`config.mk`:
```
export PLATFORM = sky130hd
export DESIGN_NAME = apnpsf_bist_top
export DESIGN_NICKNAME = d
export VERILOG_FILES = /design/src/apnpsf_pkg.sv /design/src/apnpsf_bist_top.sv /design/src/apnpsf_read_checker.sv /design/src/apnpsf_expect_fifo.sv /design/src/apnpsf_sequencer.sv /design/src/apnpsf_pattern_rom.sv
export SDC_FILE = /design/constraint.sdc
export NUM_CORES = 1
export LEC_CHECK = 0
export ABC_CLOCK_PERIOD_IN_PS = 3250
export BUFFER_PORTS_ARGS = -buffer_cell sky130_fd_sc_hd__buf_2
export CELL_PAD_IN_SITES_DETAIL_PLACEMENT = 2
export CELL_PAD_IN_SITES_GLOBAL_PLACEMENT = 2
export CORE_MARGIN = 3
export CORE_UTILIZATION = 29
export CTS_BUF_LIST = sky130_fd_sc_hd__clkbuf_8
export CTS_CLUSTER_DIAMETER = 30
export CTS_CLUSTER_SIZE = 16
export DETAILED_ROUTE_END_ITERATION = 7
export PLACE_DENSITY_LB_ADDON = 0.1
export SETUP_SLACK_MARGIN = 0.1
export SYNTH_ARGS = -nofsm -noshare
export SYNTH_HDL_FRONTEND = slang
export SYNTH_SLANG_ARGS = --single-unit
export TNS_END_PERCENT = 30
```
`constraint.sdc`:
```
create_clock -name clk -period 3.25 [get_ports clk]
set_input_delay 0.1625 -clock clk [delete_from_list [all_inputs] [get_ports clk]]
set_output_delay 0.1625 -clock clk [all_outputs]
set_load 0.02 [all_outputs]
```
`src/apnpsf_pkg.sv`:
```
// NPSF self-test shared types
`default_nettype none

package apnpsf_pkg;

    localparam int data_w = 64;
    localparam int addr_w = 16;

    typedef logic [data_w-1:0] data_t;
    typedef logic [addr_w-1:0] addr_t;

    typedef logic [1:0] width_code_t; // 8, 16, 32, 64 bits
    typedef logic [2:0] depth_code_t; // depth = 2**(min_addr_bits + code)
    typedef logic [1:0] nbr_group_t;
    typedef logic [2:0] step_t;

    typedef struct packed {
        depth_code_t depth_code;
        width_code_t width_code;
    } mem_cfg_t;

    typedef enum logic [1:0] {
        nbr_victim = 2'd0,
        nbr_left   = 2'd1, // address minus one
        nbr_right  = 2'd2  // address plus one
    } nbr_offset_t;

    typedef struct packed {
        logic        write;
        nbr_offset_t offset;
        data_t       data; // write data or expected read data
    } mem_op_t;

    typedef struct packed {
        logic  write;
        addr_t addr;
        data_t wdata;
    } mem_req_t;

    // one entry per neighbour group
    localparam data_t pat_bg [4] = '{
        64'h8888_8888_8888_8888, 64'h4444_4444_4444_4444,
        64'h2222_2222_2222_2222, 64'h1111_1111_1111_1111
    };

    localparam data_t pat_a [4] = '{
        64'hCCCC_CCCC_CCCC_CCCC, 64'h6666_6666_6666_6666,
        64'h3333_3333_3333_3333, 64'h9999_9999_9999_9999
    };

    localparam data_t pat_b [4] = '{
        64'hAAAA_AAAA_AAAA_AAAA, 64'h5555_5555_5555_5555,
        64'h2A2A_2A2A_2A2A_2A2A, 64'h3B3B_3B3B_3B3B_3B3B
    };

endpackage

`default_nettype wire
```
`src/apnpsf_bist_top.sv`:
```
// NPSF memory BIST top
`timescale 1ns/1ps
`default_nettype none

module apnpsf_bist_top #(
    parameter int min_addr_bits = 9,
    parameter int mem_credits   = 4
) (
    input  wire                         clk,
    input  wire                         rst_n,
    input  wire                         start,
    input  wire apnpsf_pkg::mem_cfg_t   cfg,
    input  wire apnpsf_pkg::nbr_group_t nbr_group,
    input  wire apnpsf_pkg::addr_t      allowable_faulty,
    input  wire                         error_exceed_ignore,
    output logic                        busy,
    output logic                        done,
    output logic                        error,
    output apnpsf_pkg::addr_t           error_count,
    output logic                        force_terminate,
    output apnpsf_pkg::mem_req_t        req,
    output logic                        req_valid,
    input  wire                         credit_return,
    input  wire                         rsp_valid,
    input  wire apnpsf_pkg::data_t      rsp_data
);
    import apnpsf_pkg::*;

    logic  exp_push;
    data_t exp_data;

    apnpsf_sequencer #(
        .min_addr_bits (min_addr_bits),
        .mem_credits   (mem_credits)
    ) u_sequencer (
        .clk             (clk),
        .rst_n           (rst_n),
        .start           (start),
        .cfg             (cfg), // depth field used here
        .nbr_group       (nbr_group),
        .force_terminate (force_terminate),
        .credit_return   (credit_return),
        .req             (req),
        .req_valid       (req_valid),
        .exp_push        (exp_push),
        .exp_data        (exp_data),
        .busy            (busy),
        .done            (done)
    );

    apnpsf_read_checker #(
        .mem_credits (mem_credits)
    ) u_read_checker (
        .clk                 (clk),
        .rst_n               (rst_n),
        .start               (start),
        .width_code          (cfg.width_code),
        .exp_push            (exp_push),
        .exp_data            (exp_data),
        .rsp_valid           (rsp_valid),
        .rsp_data            (rsp_data),
        .allowable_faulty    (allowable_faulty),
        .error_exceed_ignore (error_exceed_ignore),
        .error               (error),
        .error_count         (error_count),
        .force_terminate     (force_terminate)
    );

endmodule

`default_nettype wire

```
`src/apnpsf_read_checker.sv`:
```
// NPSF read data checker
`timescale 1ns/1ps
`default_nettype none

module apnpsf_read_checker #(
    parameter int mem_credits = 4
) (
    input  wire                          clk,
    input  wire                          rst_n,
    input  wire                          start,
    input  wire apnpsf_pkg::width_code_t width_code,
    input  wire                          exp_push,
    input  wire apnpsf_pkg::data_t       exp_data,
    input  wire                          rsp_valid,
    input  wire apnpsf_pkg::data_t       rsp_data,
    input  wire apnpsf_pkg::addr_t       allowable_faulty,
    input  wire                          error_exceed_ignore,
    output logic                         error,
    output apnpsf_pkg::addr_t            error_count,
    output logic                         force_terminate
);
    import apnpsf_pkg::*;

    data_t exp_head;
    data_t cmp_mask;
    logic  mismatch;

    apnpsf_expect_fifo #(
        .depth (mem_credits)
    ) u_expect_fifo (
        .clk       (clk),
        .rst_n     (rst_n),
        .push      (exp_push),
        .push_data (exp_data),
        .pop       (rsp_valid),
        .pop_data  (exp_head)
    );

    always_comb begin
        case (width_code)
            2'b00:   cmp_mask = data_t'({8{1'b1}});
            2'b01:   cmp_mask = data_t'({16{1'b1}});
            2'b10:   cmp_mask = data_t'({32{1'b1}});
            default: cmp_mask = '1;
        endcase
    end

    assign mismatch = |((rsp_data ^ exp_head) & cmp_mask); // upper bits ignored

    always_ff @(posedge clk or negedge rst_n) begin
        if (!rst_n) begin
            error       <= 1'b0;
            error_count <= '0;
        end else begin
            error <= rsp_valid && mismatch;
            if (start) begin
                error_count <= '0;
            end else if (rsp_valid && mismatch && error_count != '1) begin
                error_count <= error_count + 1'b1; // saturates
            end
        end
    end

    assign force_terminate = !error_exceed_ignore && (error_count > allowable_faulty);

endmodule

`default_nettype wire

```
`src/apnpsf_expect_fifo.sv`:
```
// Expected read data FIFO
`timescale 1ns/1ps
`default_nettype none

module apnpsf_expect_fifo #(
    parameter int depth = 4
) (
    input  wire                    clk,
    input  wire                    rst_n,
    input  wire                    push,
    input  wire apnpsf_pkg::data_t push_data,
    input  wire                    pop,
    output apnpsf_pkg::data_t      pop_data
);
    import apnpsf_pkg::*;

    localparam int ptr_w = (depth > 1) ? $clog2(depth) : 1;

    data_t            mem [depth];
    logic [ptr_w-1:0] wr_ptr;
    logic [ptr_w-1:0] rd_ptr;

    assign pop_data = mem[rd_ptr];

    always_ff @(posedge clk) begin
        if (push) begin
            mem[wr_ptr] <= push_data;
        end
    end

    always_ff @(posedge clk or negedge rst_n) begin
        if (!rst_n) begin
            wr_ptr <= '0;
            rd_ptr <= '0;
        end else begin
            if (push) begin
                wr_ptr <= (wr_ptr == ptr_w'(depth - 1)) ? '0 : wr_ptr + 1'b1;
            end
            if (pop) begin
                rd_ptr <= (rd_ptr == ptr_w'(depth - 1)) ? '0 : rd_ptr + 1'b1;
            end
        end
    end

endmodule

`default_nettype wire

```
`src/apnpsf_sequencer.sv`:
```
// NPSF request sequencer
`timescale 1ns/1ps
`default_nettype none

module apnpsf_sequencer #(
    parameter int min_addr_bits = 9,
    parameter int mem_credits   = 4
) (
    input  wire                         clk,
    input  wire                         rst_n,
    input  wire                         start,
    input  wire apnpsf_pkg::mem_cfg_t   cfg,
    input  wire apnpsf_pkg::nbr_group_t nbr_group,
    input  wire                         force_terminate,
    input  wire                         credit_return,
    output apnpsf_pkg::mem_req_t        req,
    output logic                        req_valid,
    output logic                        exp_push,
    output apnpsf_pkg::data_t           exp_data,
    output logic                        busy,
    output logic                        done
);
    import apnpsf_pkg::*;

    localparam int cred_w = $clog2(mem_credits + 1);

    typedef enum logic [2:0] {st_idle, st_fill, st_test, st_drain, st_done} phase_t;

    phase_t            state;
    logic [cred_w-1:0] credits;
    addr_t             addr_cnt; // fill address, then test base
    step_t             step;
    mem_op_t           op;
    logic [addr_w:0]   span;
    addr_t             depth_mask;
    addr_t             op_addr;
    logic              issue;

    apnpsf_pattern_rom u_pattern_rom (
        .step      (step),
        .nbr_group (nbr_group),
        .op        (op)
    );

    assign span       = (addr_w + 1)'(1) << (min_addr_bits + int'(cfg.depth_code));
    assign depth_mask = addr_t'(span - 1'b1);

    always_comb begin
        case (op.offset)
            nbr_left:  op_addr = (addr_cnt - 1'b1) & depth_mask; // wraps to depth-1
            nbr_right: op_addr = (addr_cnt + 1'b1) & depth_mask;
            default:   op_addr = addr_cnt;
        endcase
    end

    assign issue = (state == st_fill || state == st_test) && credits != '0 && !force_terminate;

    always_comb begin
        if (state == st_test) begin
            req.write = op.write;
            req.addr  = op_addr;
            req.wdata = op.data;
        end else begin
            req.write = 1'b1; // zero fill
            req.addr  = addr_cnt;
            req.wdata = '0;
        end
    end

    assign req_valid = issue;
    assign exp_push  = issue && state == st_test && !op.write;
    assign exp_data  = op.data;
    assign busy      = state == st_fill || state == st_test || state == st_drain;
    assign done      = state == st_done;

    always_ff @(posedge clk or negedge rst_n) begin
        if (!rst_n) begin
            credits <= cred_w'(mem_credits);
        end else begin
            credits <= credits - cred_w'(issue) + cred_w'(credit_return);
        end
    end

    always_ff @(posedge clk or negedge rst_n) begin
        if (!rst_n) begin
            state    <= st_idle;
            addr_cnt <= '0;
            step     <= '0;
        end else begin
            case (state)
                st_idle, st_done: begin
                    if (start) begin
                        state    <= st_fill;
                        addr_cnt <= '0;
                        step     <= '0;
                    end
                end
                st_fill: begin
                    if (force_terminate) begin
                        state <= st_drain;
                    end else if (issue) begin
                        if (addr_cnt == depth_mask) begin
                            state    <= st_test;
                            addr_cnt <= '0;
                        end else begin
                            addr_cnt <= addr_cnt + 1'b1;
                        end
                    end
                end
                st_test: begin
                    if (force_terminate) begin
                        state <= st_drain;
                    end else if (issue) begin
                        step <= step + 1'b1; // 7 wraps to 0
                        if (step == step_t'(7)) begin
                            if (addr_cnt == depth_mask - addr_t'(3)) begin
                                state <= st_drain;
                            end else begin
                                addr_cnt <= addr_cnt + addr_t'(4);
                            end
                        end
                    end
                end
                st_drain: begin
                    if (credits == cred_w'(mem_credits)) begin
                        state <= st_done; // all writes acked, all reads back
                    end
                end
                default: state <= st_idle;
            endcase
        end
    end

endmodule

`default_nettype wire

```
`src/apnpsf_pattern_rom.sv`:
```
// NPSF test step table
`timescale 1ns/1ps
`default_nettype none

module apnpsf_pattern_rom (
    input  wire apnpsf_pkg::step_t      step,
    input  wire apnpsf_pkg::nbr_group_t nbr_group,
    output apnpsf_pkg::mem_op_t         op
);
    import apnpsf_pkg::*;

    always_comb begin
        op.write  = 1'b0;
        op.offset = nbr_victim;
        op.data   = '0;
        case (step)
            3'd0: begin
                op.write = 1'b1; // clear victim
            end
            3'd1: begin
                op.write  = 1'b1;
                op.offset = nbr_left;
                op.data   = pat_bg[nbr_group];
            end
            3'd2: begin
                op.data = '0; // victim must stay zero
            end
            3'd3: begin
                op.write = 1'b1;
                op.data  = pat_a[nbr_group];
            end
            3'd4: begin
                op.offset = nbr_left;
                op.data   = pat_bg[nbr_group]; // active write on victim must not disturb
            end
            3'd5: begin
                op.write  = 1'b1;
                op.offset = nbr_right;
                op.data   = pat_b[nbr_group];
            end
            3'd6: begin
                op.data = pat_a[nbr_group];
            end
            default: begin
                op.offset = nbr_right;
                op.data   = pat_b[nbr_group];
            end
        endcase
    end

endmodule

`default_nettype wire

```
==> metrics.txt <==
outcome=complete, no violations; Yosys reg bits=66; final hold viol count=0; Slew @ Worst Pin=between 0.8 and 0.9 ns; Routed WL=between 20 and 30 mm; GP Congestion=0.802; simple logic cell fraction of the synthesized area=0.267; Layout Utilization=0.391; first-pass GRT wire length=43.5 mm; initial drt markers=250; # IOs=195; count leader, synth=nor2_1; top post-synthesis cells by count=nor2_1 (63), buf_4 (62), inv_1 (54), nand2_1 (53), o21ai_0 (53); Detailed Place HPWL=22.7 mm; Sw Share=0.478; XOR/XNOR share of the synthesized area=0.0350; H-Tree Depth=3; slew margin rel.=0.432; Startpoint Class=primary input; Gate Count Post-Synth=a little under 900; Final Cycle Share=0.955; DRC Markers=0; Reg area=0.00176 mm2; fin. max-slew vios=0; hold crit path type=in2reg; Max VDD drop=0.176 mV; area added between synthesis and finish=30.4%; Clock power frac=0.149; Worst-Skew Late Latency=0.35 ns; Placed Cells=between 1000 and 1500; clock sinks=66; area leader, netlist=dfrtp_1; Worst Skew=~0.016 ns; Placed Area=0.00886 mm2; CTS Buffer Depth=2; via count=approximately 7400; CTS tree=done; largest family of logic cells by synthesized area=simple AND/OR/NAND/NOR gates; Tot GR Track Use=0.203; CTS clk-pin slew, worst paths=0.08 ns; cell area after synthesis=slightly above 0.007 mm2; post-route insts no fill=about 1400; worst hold slack=roughly 0.064 ns; endpoint class of the critical path=flop; Die Height=163 um; share of the synthesized area in the top cell type=0.157; compound-gate portion of the synthesized area=0.215; max frequency=322 MHz; Port Buffers=194; register share of total power=0.233; ANT cells=0; critical path type=in2reg; total core area=~0.024 mm2; fin nets=1239; internal power=2.71 mW; max-cap viol count=0; largest net degree at the start of global routing=35; Root Driver=clkbuf_8; CP max FO=16; Comb pwr share=0.618; post-synthesis average cell area=approximately 8 um2; Worst EP arrival=3.34 ns; vias in the first global route=between 7000 and 8000; mux contribution to synthesized area=0.0379; Total Power=5.19 mW; final worst path period need=3.10 ns; layout cell share with drive strength beyond 1=0.379; main flop type after synthesis=dfrtp_1; Via density=around 5.2; EDFF count, synth=20; Wirelength per Cell=19.6 um; power per standard cell area=around 560 mW/mm2; Die W=between 150 and 200 um; die footprint=0.0266 mm2; Synth cell types=between 100 and 150; FP Rows=56; Seq/Total Area, Yosys=0.245; area of the multi-input gates=0.00480 mm2; leak pwr=roughly 4.4 nW; Worst EP required=3.48 ns; TritonCTS buffer count=9; post-route cell area=0.00933 mm2; Psw=2.48 mW; Initial Util=0.299; antenna viol nets, final=0; Post-synth ARST share=0.697; Syn. warnings=0; DR pass1 iterations=5; # setup viols final=0; FILL cells=2751; Post-Synth Adder-Cell Area=0.0797; RSZ-0062 raised after global routing=true; top post-synthesis cells by area=dfrtp_1 (16%), edfxtp_1 (8.4%), ha_1 (7.7%); total gr overflow=0; initial antenna violation count=0
==> power by group through the flow <==
stage          registers, mW  clock network, mW  logic, mW
2_1_floorplan           1.12                  0       2.18
3_3_place_gp            1.22                  0       3.07
3_5_place_dp            1.22                  0       3.15
4_1_cts                 1.21              0.805       3.20
5_1_grt                 1.24              0.832       3.57
6_report                1.21              0.774       3.21
==> cell type report <==
type	instances	share of cell area
tap	319	0.0428
clock buffer	10	0.0147
multi-input combinational	649	0.514
sequential	66	0.188
inverter	56	0.0236
timing repair buffer	319	0.208
clock inverter	6	0.00871
==> cells in the final DEF, fill, tap and decap left out, types with 36 or more instances in the layout <==
master	count
nor3_1	36
inv_1	54
buf_2	194
buf_4	122
o21ai_0	48
nand2_1	52
a21oi_1	38
ha_1	39
dfrtp_1	41
nor2_1	62
==> routing by layer <==
| layer | GRT usage | vias to the layer above | part of all wire |
|---|---|---|---|
| li1 | - | 3598 | - |
| met5 | 0 | - | 0 |
| met3 | 0.0198 | 22 | 0.035 |
| met4 | 0.0384 | 0 | 0.012 |
| met1 | 0.262 | 3659 | 0.44 |
| met2 | 0.371 | 147 | 0.51 |
==> sequential cells by signal, indices dropped and copies added (netlist names) <==
register                             flops
u_read_checker.error                     1
u_read_checker.u_expect_fifo.wr_ptr      2
u_sequencer.credits                      3
u_read_checker.u_expect_fifo.mem        20
u_sequencer.addr_cnt                    16
u_read_checker.u_expect_fifo.rd_ptr      2
u_read_checker.error_count              16
u_sequencer.step                         3
u_sequencer.state                        3
==> critical path, stage by stage <==
cell and delay [ns]:
buf_2 0.10, and2_4 0.17, ha_4 0.15, and4b_1 0.25, and2_2 0.22, inv_8 0.04
ha_4 0.21, nand4b_1 0.18, nand2_1 0.08, mux2_1 0.39, nor4b_4 0.32, o211ai_1 0.19
nor4_4 0.34, buf_12 0.20, nor3_1 0.09, o22a_1 0.22
==> repair_timing <==
| action | 4_1_cts | 5_1_grt |
|---|---|---|
| endpoints found under the setup margin | 34 | 57 |
| gates resized for setup | 9 | 30 |
| hold buffers | 1 | 0 |
| pin swaps | 2 | 14 |
| endpoints found under the hold margin | 33 | 0 |
| cloned | 0 | 0 |
| setup buffers | 2 | 8 |
==> path summary, 6_finish.rpt <==
path                                                            from                                        end  slack, ns  cells after the start
min in group asynchronous                                      rst_n  u_read_checker.error_count[9]$_DFFE_PN0P_       0.45                      2
min                                                    credit_return           u_sequencer.credits[0]$_DFF_PN0_       0.06                      2
max reg2reg                u_read_checker.error_count[5]$_DFFE_PN0P_           u_sequencer.credits[2]$_DFF_PN1_       0.17                     14
max                                                           cfg[2]       u_sequencer.addr_cnt[11]$_DFFE_PN0P_       0.15                     16
min reg2reg                         u_sequencer.credits[1]$_DFF_PN0_           u_sequencer.credits[2]$_DFF_PN1_       0.57                      1
max in group asynchronous                                      rst_n           u_sequencer.credits[2]$_DFF_PN1_       1.99                      3
==> cells by family (layout without fill, tap and decap cells) <==
kind of cell / Yosys count / after routing
AOI/OAI and AO/OA: 212 / 212
xor gates and xnor gates: 27 / 27
adders and majority gates: 45 / 45
buffers and inverters: 157 / 391
DFF: 66 / 66
muxes: 20 / 20
other: 1 / 2
and+or+nand+nor: 343 / 343
==> per-stage QoR <==
stage | TNS, ns | worst slack [ns]
floorplan | -0.505 | -0.315
global placement | -2.33 | -0.275
detailed placement | -4.15 | -0.406
CTS | 0 | 0.0107
global route | -0.0839 | -0.0837
finish | 0 | 0.148
Power figures use the tool's default switching activity.
